### config.mk
export PLATFORM = sky130hd
export DESIGN_NAME = pipeCore
export DESIGN_NICKNAME = d
export VERILOG_FILES = /design/src/design/cpuPkg.sv /design/src/design/decodeStage.sv /design/src/design/executeStage.sv /design/src/design/fetchUnit.sv /design/src/design/memoryStage.sv /design/src/design/pipeCore.sv /design/src/design/runControl.sv
export SDC_FILE = /design/constraint.sdc
export NUM_CORES = 2
export LEC_CHECK = 0
export BUFFER_PORTS_ARGS = -buffer_cell sky130_fd_sc_hd__buf_2
export CAP_MARGIN = 40
export CORE_MARGIN = 4
export CORE_UTILIZATION = 60
export CTS_CLUSTER_SIZE = 30
export DETAILED_ROUTE_END_ITERATION = 6
export PLACE_DENSITY_LB_ADDON = 0.15
export SLEW_MARGIN = 20
export SYNTH_ARGS = -nofsm -noshare
export SYNTH_HDL_FRONTEND = slang
export SYNTH_SLANG_ARGS = --single-unit
### constraint.sdc
create_clock -name clk -period 6.09 [get_ports clk]
set_clock_uncertainty 0.15 [all_clocks]
set_input_delay 0.9135 -clock clk [delete_from_list [all_inputs] [get_ports clk]]
set_output_delay 0.9135 -clock clk [all_outputs]
set_load 0.02 [all_outputs]
### src/design/cpuPkg.sv
// package: word and opcode types, control bit positions, instruction union
package cpuPkg;

        // data, address and instruction words share one width
        typedef logic [15:0] wordT;
        typedef logic [2:0]  regIdxT;
        typedef logic [4:0]  opcodeT;
        typedef logic [1:0]  aluFuncT;

        //////////////////////////////
        // opcodes, bits 15..11
        localparam opcodeT opHalt = 5'b00000;
        localparam opcodeT opNop  = 5'b00001;
        localparam opcodeT opAddi = 5'b01000;
        localparam opcodeT opBeqz = 5'b01100;
        localparam opcodeT opSt   = 5'b10000;
        localparam opcodeT opLd   = 5'b10001;
        localparam opcodeT opLbi  = 5'b11000;
        // R-format group, op picked by func
        localparam opcodeT opAlu  = 5'b11011;

        localparam aluFuncT funcAdd = 2'b00;
        localparam aluFuncT funcSub = 2'b01;

        // bubble word for IF/ID
        localparam wordT nopWord = {opNop, 11'd0};

        //////////////////////////////
        // control vector, bit positions
        localparam int CtrlW        = 7;
        localparam int ctrlRegWrite = 0;
        localparam int ctrlMemRead  = 1;
        localparam int ctrlMemWrite = 2;
        localparam int ctrlBranch   = 3;
        localparam int ctrlSub      = 4;
        localparam int ctrlUseImm   = 5;
        // halt marker, rides down to writeback
        localparam int ctrlHalt     = 6;

        // one instruction word, R and I views
        typedef union packed {
                struct packed {
                        opcodeT  opcode;
                        regIdxT  rs;
                        regIdxT  rt;
                        regIdxT  rd;
                        aluFuncT func;
                } rFields;
                struct packed {
                        opcodeT     opcode;
                        regIdxT     rs;
                        regIdxT     rd;
                        logic [4:0] imm;
                } iFields;
        } instrU;

endpackage

### src/design/decodeStage.sv
// control decode, register file, hazard interlock and ID/EX register of the decode stage
`timescale 1ns/1ns
module decodeStage (
        input  logic                     clk,
        input  logic                     arstN,
        input  cpuPkg::wordT             ifInstr,
        input  cpuPkg::wordT             ifPcNext,
        input  logic                     flush,
        input  logic                     wbValid,
        input  cpuPkg::regIdxT           wbReg,
        input  cpuPkg::wordT             wbData,
        output logic                     stall,
        output logic                     haltSeen,
        output logic                     illegalOp,
        output cpuPkg::wordT             exOpA,
        output cpuPkg::wordT             exOpB,
        output cpuPkg::wordT             exImm,
        output cpuPkg::wordT             exPcNext,
        output cpuPkg::regIdxT           exRd,
        output logic [cpuPkg::CtrlW-1:0] exCtrl
);
        import cpuPkg::*;

        instrU            ins;
        opcodeT           op;
        regIdxT           srcA;
        regIdxT           srcB;
        regIdxT           dest;
        logic             useA;
        logic             useB;
        logic             illegal;
        logic [CtrlW-1:0] ctrl;
        wordT             imm;
        wordT             imm8;
        wordT             regs [8];
        // copy of the EX/MEM destination
        regIdxT           memRdShadow;
        logic             memWrShadow;

        assign ins  = ifInstr;
        assign op   = ins.rFields.opcode;
        assign srcA = ins.rFields.rs;
        // rt of the R view is also the store data slot of the I view
        assign srcB = ins.rFields.rt;
        // LBI and BEQZ immediate from the low byte of the R view
        assign imm8 = {{8{ins.rFields.rt[2]}}, ins.rFields.rt, ins.rFields.rd, ins.rFields.func};

        //////////////////////////////
        // control decode
        always_comb begin
                ctrl    = '0;
                dest    = ins.iFields.rd;
                imm     = {{11{ins.iFields.imm[4]}}, ins.iFields.imm};
                useA    = 1'b0;
                useB    = 1'b0;
                illegal = 1'b0;
                case (op)
                opNop: begin
                end
                opHalt: begin
                        ctrl[ctrlHalt] = 1'b1;
                end
                opLbi: begin
                        // operand A left at zero
                        dest               = ins.rFields.rs;
                        imm                = imm8;
                        ctrl[ctrlRegWrite] = 1'b1;
                        ctrl[ctrlUseImm]   = 1'b1;
                end
                opAddi: begin
                        useA               = 1'b1;
                        ctrl[ctrlRegWrite] = 1'b1;
                        ctrl[ctrlUseImm]   = 1'b1;
                end
                opAlu: begin
                        dest               = ins.rFields.rd;
                        useA               = 1'b1;
                        useB               = 1'b1;
                        ctrl[ctrlRegWrite] = 1'b1;
                        ctrl[ctrlSub]      = (ins.rFields.func == funcSub);
                        if (ins.rFields.func != funcAdd && ins.rFields.func != funcSub) begin
                                illegal        = 1'b1;
                                ctrl           = '0;
                                ctrl[ctrlHalt] = 1'b1;
                        end
                end
                opLd: begin
                        useA               = 1'b1;
                        ctrl[ctrlRegWrite] = 1'b1;
                        ctrl[ctrlMemRead]  = 1'b1;
                        ctrl[ctrlUseImm]   = 1'b1;
                end
                opSt: begin
                        useA               = 1'b1;
                        useB               = 1'b1;
                        ctrl[ctrlMemWrite] = 1'b1;
                        ctrl[ctrlUseImm]   = 1'b1;
                end
                opBeqz: begin
                        useA             = 1'b1;
                        imm              = imm8;
                        ctrl[ctrlBranch] = 1'b1;
                end
                default: begin
                        // unknown opcode stops the core like a halt
                        illegal        = 1'b1;
                        ctrl[ctrlHalt] = 1'b1;
                end
                endcase
        end

        // older writer still in flight
        function automatic logic pending(regIdxT r);
                return (exCtrl[ctrlRegWrite] && exRd == r) ||
                       (memWrShadow && memRdShadow == r) ||
                       (wbValid && wbReg == r);
        endfunction

        //////////////////////////////
        // interlock without forwarding
        always_comb begin
                stall = !flush && ((useA && pending(srcA)) || (useB && pending(srcB)));
        end

        // flushed words report nothing
        assign haltSeen  = ctrl[ctrlHalt] && !flush;
        assign illegalOp = illegal && !flush;

        // writeback port
        always_ff @(posedge clk) begin
                if (wbValid) begin
                        regs[wbReg] <= wbData;
                end
        end

        // ID/EX control with a bubble on flush or stall
        always_ff @(posedge clk or negedge arstN) begin
                if (!arstN) begin
                        exCtrl      <= '0;
                        memWrShadow <= 1'b0;
                end else begin
                        exCtrl      <= (flush || stall) ? '0 : ctrl;
                        memWrShadow <= exCtrl[ctrlRegWrite];
                end
        end

        // ID/EX payload
        always_ff @(posedge clk) begin
                exOpA       <= useA ? regs[srcA] : '0;
                exOpB       <= regs[srcB];
                exImm       <= imm;
                exPcNext    <= ifPcNext;
                exRd        <= dest;
                memRdShadow <= exRd;
        end

endmodule

### src/design/executeStage.sv
// execute stage: ALU, branch resolution, EX/MEM register
`timescale 1ns/1ns
module executeStage (
        input  logic                     clk,
        input  logic                     arstN,
        input  cpuPkg::wordT             exOpA,
        input  cpuPkg::wordT             exOpB,
        input  cpuPkg::wordT             exImm,
        input  cpuPkg::wordT             exPcNext,
        input  cpuPkg::regIdxT           exRd,
        input  logic [cpuPkg::CtrlW-1:0] exCtrl,
        output logic                     branchTaken,
        output cpuPkg::wordT             branchTarget,
        output cpuPkg::wordT             memAddr,
        output cpuPkg::wordT             memStoreData,
        output cpuPkg::regIdxT           memRd,
        output logic [cpuPkg::CtrlW-1:0] memCtrl
);
        import cpuPkg::*;

        wordT aluB;
        wordT aluOut;

        // second operand, register or immediate
        assign aluB   = exCtrl[ctrlUseImm] ? exImm : exOpB;
        assign aluOut = exCtrl[ctrlSub] ? exOpA - aluB : exOpA + aluB;

        //////////////////////////////
        // BEQZ, zero test on operand A
        assign branchTaken  = exCtrl[ctrlBranch] && (exOpA == '0);
        // relative to pc plus 2
        assign branchTarget = exPcNext + exImm;

        // EX/MEM control
        always_ff @(posedge clk or negedge arstN) begin
                if (!arstN) begin
                        memCtrl <= '0;
                end else begin
                        memCtrl <= exCtrl;
                end
        end

        // EX/MEM payload, result doubles as address
        always_ff @(posedge clk) begin
                memAddr      <= aluOut;
                memStoreData <= exOpB;
                memRd        <= exRd;
        end

        // decode bubbles ID/EX behind a taken branch
        assert property (@(posedge clk) disable iff (!arstN) branchTaken |=> !branchTaken)
                else $error("branch taken in the flushed slot");

endmodule

### src/design/fetchUnit.sv
// fetch stage: program counter, instruction memory with load port, IF/ID register
`timescale 1ns/1ns
module fetchUnit #(
        parameter int ImemWords = 64
) (
        input  logic         clk,
        input  logic         arstN,
        input  logic         fetchEn,
        input  logic         pcClear,
        input  logic         stall,
        input  logic         branchTaken,
        input  cpuPkg::wordT branchTarget,
        input  logic         imemWrEn,
        input  cpuPkg::wordT imemAddr,
        input  cpuPkg::wordT imemData,
        output cpuPkg::wordT ifInstr,
        output cpuPkg::wordT ifPcNext
);
        import cpuPkg::*;

        localparam int IAddrW = $clog2(ImemWords);

        wordT pc;
        wordT pcPlus2;
        wordT imem [ImemWords];

        // byte addressed, one word per step
        assign pcPlus2 = pc + 16'd2;

        // pc: clear, redirect, hold, advance
        always_ff @(posedge clk or negedge arstN) begin
                if (!arstN) begin
                        pc <= '0;
                end else if (pcClear) begin
                        pc <= '0;
                end else if (branchTaken) begin
                        pc <= branchTarget;
                end else if (fetchEn && !stall) begin
                        pc <= pcPlus2;
                end
        end

        // load port, byte address like the pc
        always_ff @(posedge clk) begin
                if (imemWrEn) begin
                        imem[imemAddr[IAddrW:1]] <= imemData;
                end
        end

        //////////////////////////////
        // IF/ID
        always_ff @(posedge clk or negedge arstN) begin
                if (!arstN) begin
                        ifInstr  <= nopWord;
                        ifPcNext <= '0;
                end else if (branchTaken) begin
                        // wrong-path word dropped
                        ifInstr <= nopWord;
                end else if (!stall) begin
                        ifInstr  <= fetchEn ? imem[pc[IAddrW:1]] : nopWord;
                        ifPcNext <= pcPlus2;
                end
        end

        // loads only while nothing is fetched
        assert property (@(posedge clk) disable iff (!arstN) imemWrEn |-> !fetchEn)
                else $error("instruction memory written while fetching");

endmodule

### src/design/memoryStage.sv
// memory stage: data memory, MEM/WB register, writeback select
`timescale 1ns/1ns
module memoryStage #(
        parameter int DmemWords = 32
) (
        input  logic                     clk,
        input  logic                     arstN,
        input  cpuPkg::wordT             memAddr,
        input  cpuPkg::wordT             memStoreData,
        input  cpuPkg::regIdxT           memRd,
        input  logic [cpuPkg::CtrlW-1:0] memCtrl,
        output logic                     wbValid,
        output cpuPkg::regIdxT           wbReg,
        output cpuPkg::wordT             wbData,
        output logic                     haltRetired
);
        import cpuPkg::*;

        localparam int DAddrW = $clog2(DmemWords);

        wordT              dmem [DmemWords];
        logic [DAddrW-1:0] dIdx;
        wordT              loadData;

        // word index, byte address bit 0 dropped
        assign dIdx     = memAddr[DAddrW:1];
        assign loadData = dmem[dIdx];

        always_ff @(posedge clk) begin
                if (memCtrl[ctrlMemWrite]) begin
                        dmem[dIdx] <= memStoreData;
                end
        end

        //////////////////////////////
        // MEM/WB, one pulse per register write
        always_ff @(posedge clk or negedge arstN) begin
                if (!arstN) begin
                        wbValid     <= 1'b0;
                        haltRetired <= 1'b0;
                end else begin
                        wbValid     <= memCtrl[ctrlRegWrite];
                        haltRetired <= memCtrl[ctrlHalt];
                end
        end

        // load data or ALU result
        always_ff @(posedge clk) begin
                wbReg  <= memRd;
                wbData <= memCtrl[ctrlMemRead] ? loadData : memAddr;
        end

        // address range on every access
        assert property (@(posedge clk) disable iff (!arstN)
                (memCtrl[ctrlMemRead] || memCtrl[ctrlMemWrite]) |-> memAddr[15:1] < DmemWords)
                else $error("data address out of range");

endmodule

### src/design/pipeCore.sv
// top level: five-stage core, stages and run control wired together
`timescale 1ns/1ns
module pipeCore #(
        parameter int ImemWords = 64,
        parameter int DmemWords = 32
) (
        input  logic           clk,
        input  logic           arstN,
        input  logic           start,
        input  logic           imemWrEn,
        input  cpuPkg::wordT   imemAddr,
        input  cpuPkg::wordT   imemData,
        output logic           running,
        output logic           halted,
        output logic           err,
        output logic           wbValid,
        output cpuPkg::regIdxT wbReg,
        output cpuPkg::wordT   wbData
);
        import cpuPkg::*;

        // run control
        logic             fetchEn;
        logic             pcClear;
        logic             haltSeen;
        logic             haltRetired;
        logic             illegalOp;
        // hazards and redirect
        logic             stall;
        logic             branchTaken;
        wordT             branchTarget;
        // IF/ID and ID/EX
        wordT             ifInstr;
        wordT             ifPcNext;
        wordT             exOpA;
        wordT             exOpB;
        wordT             exImm;
        wordT             exPcNext;
        regIdxT           exRd;
        logic [CtrlW-1:0] exCtrl;
        // EX/MEM
        wordT             memAddr;
        wordT             memStoreData;
        regIdxT           memRd;
        logic [CtrlW-1:0] memCtrl;

        runControl runControl_i (
                .clk, .arstN, .start, .haltSeen, .haltRetired, .illegalOp,
                .fetchEn, .pcClear, .running, .halted, .err
        );

        fetchUnit #(.ImemWords(ImemWords)) fetchUnit_i (
                .clk, .arstN, .fetchEn, .pcClear, .stall, .branchTaken, .branchTarget,
                .imemWrEn, .imemAddr, .imemData, .ifInstr, .ifPcNext
        );

        // writeback port loops back to the register file
        decodeStage decodeStage_i (
                .clk, .arstN, .ifInstr, .ifPcNext, .flush(branchTaken),
                .wbValid, .wbReg, .wbData, .stall, .haltSeen, .illegalOp,
                .exOpA, .exOpB, .exImm, .exPcNext, .exRd, .exCtrl
        );

        executeStage executeStage_i (
                .clk, .arstN, .exOpA, .exOpB, .exImm, .exPcNext, .exRd, .exCtrl,
                .branchTaken, .branchTarget, .memAddr, .memStoreData, .memRd, .memCtrl
        );

        memoryStage #(.DmemWords(DmemWords)) memoryStage_i (
                .clk, .arstN, .memAddr, .memStoreData, .memRd, .memCtrl,
                .wbValid, .wbReg, .wbData, .haltRetired
        );

endmodule

### src/design/runControl.sv
// run control: idle, run, drain and done FSM, sticky error flag
`timescale 1ns/1ns
module runControl (
        input  logic clk,
        input  logic arstN,
        input  logic start,
        input  logic haltSeen,
        input  logic haltRetired,
        input  logic illegalOp,
        output logic fetchEn,
        output logic pcClear,
        output logic running,
        output logic halted,
        output logic err
);
        localparam logic [1:0] sIdle  = 2'd0;
        localparam logic [1:0] sRun   = 2'd1;
        localparam logic [1:0] sDrain = 2'd2;
        localparam logic [1:0] sDone  = 2'd3;

        logic [1:0] state;
        logic [1:0] stateNext;
        logic       launch;

        // start ignored while a program runs
        assign launch  = start && (state == sIdle || state == sDone);
        assign pcClear = launch;
        // nothing past a halt gets fetched
        assign fetchEn = (state == sRun) && !haltSeen;
        assign running = (state == sRun) || (state == sDrain);
        assign halted  = (state == sDone);

        always_comb begin
                stateNext = state;
                case (state)
                sRun: begin
                        if (haltSeen) begin
                                stateNext = sDrain;
                        end
                end
                sDrain: begin
                        // wait for the halt to leave MEM/WB
                        if (haltRetired) begin
                                stateNext = sDone;
                        end
                end
                default: begin
                        if (launch) begin
                                stateNext = sRun;
                        end
                end
                endcase
        end

        //////////////////////////////
        // state and sticky error
        always_ff @(posedge clk or negedge arstN) begin
                if (!arstN) begin
                        state <= sIdle;
                        err   <= 1'b0;
                end else begin
                        state <= stateNext;
                        err   <= launch ? 1'b0 : (err | illegalOp);
                end
        end

        // pipeline empty while idle
        assert property (@(posedge clk) disable iff (!arstN) state == sIdle |-> !haltRetired)
                else $error("halt retired with no program running");

endmodule

Word level (Yosys, flattened, before mapping)
Memory sizes are Yosys's and may differ from the RTL's. A register that Yosys moved wholly into a read port is not among the register bits.
Cells that the tools add are included.
{ "totals": {"register_bits": 157, "mem_bits_rw": 1664, "inputBits": 36, "output_inout_bits": 23, "memories": 3} }
{ "op_classes": {"n_addsub": 4, "n_eq_ne": 21, "n_mux": 35, "bitwise_logic": 3, "n_reduce_logical": 43} }
{ "memory_table": {"columns": ["name", "words", "word_bits", "read_ports", "rd_ports_with_merged_regs", "write_ports", "line", "source"], "rows": [
  ["fetchUnit_i.imem", 64, 16, 1, 0, 1, "fetchUnit.sv:25", "wordT imem [ImemWords];"],
  ["memoryStage_i.dmem", 32, 16, 1, 1, 1, "memoryStage.sv:21", "wordT dmem [DmemWords];"],
  ["decodeStage_i.regs", 8, 16, 2, 2, 1, "decodeStage.sv:35", "wordT regs [8];"]
]} }
{ "op_table": {"columns": ["operator", "n"], "rows": [
  ["16-bit two-way mux", 10],
  ["16-bit adder", 2],
  ["5-bit equality test (second input constant)", 4],
  ["3-bit equality test", 6],
  ["16-bit by 2-bit adder with 16-bit output (second input constant)", 1],
  ["1-bit logical AND", 16],
  ["16-bit zero test", 1],
  ["16-bit subtractor", 1],
  ["7-bit two-way mux", 2],
  ["1-bit one-hot mux with 2 select lines", 7],
  ["1-bit two-way mux", 11],
  ["5-bit by 4-bit equality test with 1-bit output (second input constant)", 2],
  ["1-bit logical OR", 8],
  ["2-bit by 1-bit != test with 1-bit output (second input constant)", 4],
  ["7-bit OR reduction", 1],
  ["2-bit two-way mux", 3],
  ["3-bit one-hot mux with 2 select lines", 1],
  ["3-bit nonzero test", 2],
  ["6-bit OR reduction", 1],
  ["5-bit by 1-bit equality test with 1-bit output (second input constant)", 1],
  ["5-bit zero test", 1],
  ["5-bit OR reduction", 1],
  ["2-bit by 1-bit equality test with 1-bit output (second input constant)", 2],
  ["2-bit equality test (second input constant)", 2],
  ["other kinds (11)", 16]
]} }

Longest topological paths before layout
{ "depth": {"word_depth": 12, "mapped_depth": 18, "mapped_depth_nobuf": 14} }

Cells and area by module
A second synthesis with hierarchy kept.
{ "hier_totals": {"hier_cells": 3981, "area_unflattened_um2": 73673.2} }
{ "modules_own_cells": {"columns": ["module", "instances", "cells_each", "area_each_um2", "seq_area_each_um2"], "rows": [
  ["fetchUnit", 1, 2113, 42054.1, 31951.9],
  ["memoryStage", 1, 1044, 20444.6, 15805.2],
  ["decodeStage", 1, 475, 8013.9, 5285.1],
  ["executeStage", 1, 331, 2954.1, 875.8],
  ["runControl", 1, 18, 206.4, 75.1]
]} }

Least setup slack after synthesis
OpenSTA, ideal clock, no wires.
{ "synth_path": {"kind": "register -> register", "start": "register decodeStage_i.exCtrl[5] in the netlist's numbering", "end": "register executeStage_i.memAddr[13]", "setup_ns": 0.062, "t_arrival_ns": 3.529, "slack_ns": 2.349, "path_stages_with_launch": 17, "path_buffers": 3, "period_less_slack_ns": 3.741, "cell_sequence": "dfrtp_1 buf_2 buf_1 clkbuf_1 mux2i_1 ha_1 o21a_1 nor3b_1 nor2_1 xnor2_1 ha_1 a21o_1 a21o_1 a21oi_1 o31ai_1 a2111o_1 nand3_1"} }
{ "synth_via": {"elab_chain_len": 3} }
{ "synth_rtl": {"columns": ["element", "line", "source"], "rows": [
  ["from (decl)", "decodeStage.sv:20", "output logic [cpuPkg::CtrlW-1:0] exCtrl"],
  ["from (signal assigned)", "decodeStage.sv:142", "exCtrl <= (flush || stall) ? '0 : ctrl;"],
  ["16-bit two-way mux *", "executeStage.sv:25", "assign aluB = exCtrl[ctrlUseImm] ? exImm : exOpB;"],
  ["16-bit adder or 16-bit subtractor (tied branches)", "executeStage.sv:26", "assign aluOut = exCtrl[ctrlSub] ? exOpA - aluB : exOpA + aluB;"],
  ["16-bit two-way mux *", "executeStage.sv:26", null],
  ["named net executeStage_i.aluOut[13]", "executeStage.sv:22", "wordT aluOut;"],
  ["to (signal assigned)", "executeStage.sv:45", "memAddr <= aluOut;"],
  ["to (decl)", "executeStage.sv:14", "output cpuPkg::wordT memAddr,"]
]} }
Mark *: on every way through the listed nets, which the timed path passes. The rest lies on a longest branch.
A chain may end at the register's enable or synchronous reset.

Worst setup path in the final report
{ "layout_path": {"start": "register decodeStage_i.exCtrl[5] in the netlist's numbering", "end": "register executeStage_i.memAddr[15]"} }
Same word-level chain as after synthesis.

==> run metrics <==
Arrival @ worst endpoint=4.48 ns; Clock Tree Buf Depth=3; crit-path cells=buf_8, mux2i_1, o21ai_0, nor3b_1, o21a_1, a31oi_1, xor2_1, o21ai_0, ha_1, a21oi_1, o21bai_1, a21oi_1, o21ai_0, xnor2_1; Syn Nets=3484; overflow left after global routing=0; type of origin of the critical path=register; Hold WS=between 0.07 and 0.08 ns; Synth cell types=65; Tot Pwr=approximately 35 mW; vias per std cell=roughly 6.5; post-layout util=68.2%; Setup Total Neg Slack=0 ns; crit-path most repeated cell=o21ai_0; Avg Inst Size Synth=between 20 and 25 µm²; initial antenna violation count=8; CP top delay family=compound AO/OA/AOI/OAI gates; share of cells above drive strength 1=26.1%; Seq/Total Area, Yosys=75.5%; WL final=157 mm; Nets=~3.7k; commonest cells after routing, fill and taps aside=edfxtp_1, mux4_2, nor2_1, clkbuf_16, buf_4; endpoint class of the critical path=register; DR pass1 iterations=5; CP peak stage delay=around 0.56 ns; Initial Utilization=60.5%; GP Congestion=0.834; r2r startpoint=decodeStage_i.exCtrl[5]; area leader, netlist=edfxtp_1; top layer in use=met5; Gates resized, CTS repair=0; Final Worst Setup Slack=2.13 ns; placed cells=4977; hpwl dp=95.8 mm; clock latency at the later pin of the worst-skew pair=0.79 ns; Finished Layout Cells=5311; CTS clk-pin slew, worst paths=0.07 ns; Slew Viols, Final=0; routed wl met2=80.1 mm; CP required=6.62 ns; Root Driver=clkbuf_16; Synthesis Warnings=0; type of the worst setup path=register to register; Die Width=351 µm; Finish-stage setup viols=0; H-tree Lvls=4; area grow syn2layout=12.6%; total number of vias=around 34k; Filler cells=7314; Max-Cap Viols=0; reg2reg setup slack=2.13 ns; top-area cell type share of the netlist area=70.9%; Post-synth EDFFs=about 1.7k; pin count of the biggest net entering global routing=86; cell area after synthesis=70500 µm²; WL met3=10.8 mm; ys flop type=edfxtp_1; Async SR Flop Fraction=under 10%; gr usage total=between 20% and 30%; DRT met1 WL=60.5 mm; Slew Limit Headroom=43.1%; WL/cell=29.6 µm; TritonCTS clock tree=built; I/O pin cnt=59; total CTS buffers=175; clk sinks=1814; Max Freq=0.253 GHz; Crit-path slowest cell=dfrtp_1; Yosys reg bits=1814; RSZ-0062 raised after global routing=no; IO Port Bufs=48; Core Rows=125; placed cell area=73700 µm²; Worst Setup SP=decodeStage_i.exCtrl[5]; die area=123000 µm²; PD cells=445 nW/µm²; LEAKAGE=25.5 nW; core area=approximately 120000 µm²; status=finished, final reports clean; Final Cycle Share=65.0%; Post-route DRC=0; Post-CTS Setup Repair Bufs=0; post-route cell area=79300 µm²; Final Hold Viols=0; vias in the first global route=35.3k; Area contributors post-synth=edfxtp_1, mux4_2, dfxtp_1; commonest non-fill, non-tap cell in the layout=edfxtp_1; pre-CTS setup slack=2.06 ns; Worst Tran Pin Value=0.851 ns; 1st-iter DRT viols=3854; overall die height=351 µm; Max IR drop VDD=387 µV; Final ANT Viol Nets=0; crit-path max FO=19; hold-fix buffer count after cts=0; first-pass GRT wire length=234 mm; Tmin final=3.96 ns; Critical path buffers and inverters=1; post-synthesis cell count=3420; Hold/Removal Path Class=primary input to async pin
[Yosys cell counts, types with 3 or more instances]
cell       count
a211oi_1       4
a21o_1         9
a21oi_1       44
a221oi_1      45
a22o_1        36
a22oi_1       97
a31oi_1        8
a32o_1         4
a32oi_1        5
and2_1         4
buf_1         17
buf_2         52
buf_4         15
buf_6         10
clkbuf_1     103
dfrtp_1       45
dfxtp_1      104
edfxtp_1    1664
ha_1          26
inv_1         20
mux2_2        16
mux2i_1       59
mux4_2       449
nand2_1      109
nand2b_1      14
nand3_1       20
nand3b_1      10
nand4_1        9
nor2_1       196
nor2b_1       14
nor3_1        24
nor3b_1        6
nor4_1         3
nor4b_1        3
o21a_1         4
o21ai_0       44
o21bai_1       7
o221ai_1      15
o2bb2ai_1      3
o31ai_1        8
or2_2          5
or3b_2         3
xnor2_1       43
xor2_1        15
[state kept, by name, indices dropped and copies added, names as in the netlist, 16 cells and up]
| register | count |
|---|---|
| fetchUnit_i.imem | 1024 |
| memoryStage_i.dmem | 512 |
| decodeStage_i.regs | 128 |
| decodeStage_i.exOpA | 16 |
| decodeStage_i.exOpB | 16 |
| executeStage_i.memAddr | 16 |
| executeStage_i.memStoreData | 16 |
| fetchUnit_i.ifInstr | 16 |
| memoryStage_i.wbData | 16 |
[area by class of cell]
class	count	area (µm²)	area share, %
antenna	6	15.0	0.0189
clock buffer	222	4660	5.88
clock inverter	101	901	1.14
inverter	21	78.8	0.0994
multi-input combinational	1387	16300	20.6
sequential	1814	53200	67.1
tap	1524	1910	2.40
timing repair buffer	236	2210	2.78
[worst reg2reg max path: cells and delay by family (launching register included)]
kind	cells	cell delay [ns]
AO/OA/AOI/OAI	8	1.43
flip-flops	1	0.56
AND/OR/NAND/NOR	1	0.47
adder cells (fa/ha/maj)	1	0.36
multiplexers	1	0.34
XOR/XNOR	2	0.32
buffers and inverters	1	0.23
[kinds of logic after synthesis]
| kind of cell | Yosys count | share of synthesized area [%] |
|---|---|---|
| AO/OA/AOI/OAI | 350 | 3.66 |
| XOR/XNOR | 58 | 0.721 |
| adder cells (fa/ha/maj) | 28 | 0.519 |
| buffers and inverters | 219 | 1.45 |
| flip-flops | 1814 | 75.5 |
| multiplexers | 524 | 15.4 |
| AND/OR/NAND/NOR | 427 | 2.69 |
[layer usage]
metal / vias up / track usage (%)
li1: 14632 / -
met1: 18096 / 36.2
met2: 1447 / 43.3
met3: 310 / 4.20
met4: 4 / 9.77
met5: - / 0
[final timing paths]
check                      depth (start not counted)                          to
min                                                2       runControl_i.state[0]
max                                               14  executeStage_i.memAddr[15]
max reg2reg                                       14  executeStage_i.memAddr[15]
min reg2reg                                        0   executeStage_i.memCtrl[2]
max in group asynchronous                          2           fetchUnit_i.pc[2]
min in group clk                                   0   executeStage_i.memCtrl[2]
[where the power goes]
part	internal, mW	switching [mW]	leakage (nW)
Combinational	3.91	5.29	6.30
Sequential	14.7	0.843	16.4
Clock	5.98	4.52	2.72
Total	24.6	10.6	25.5
Power figures use the tool's default switching activity.
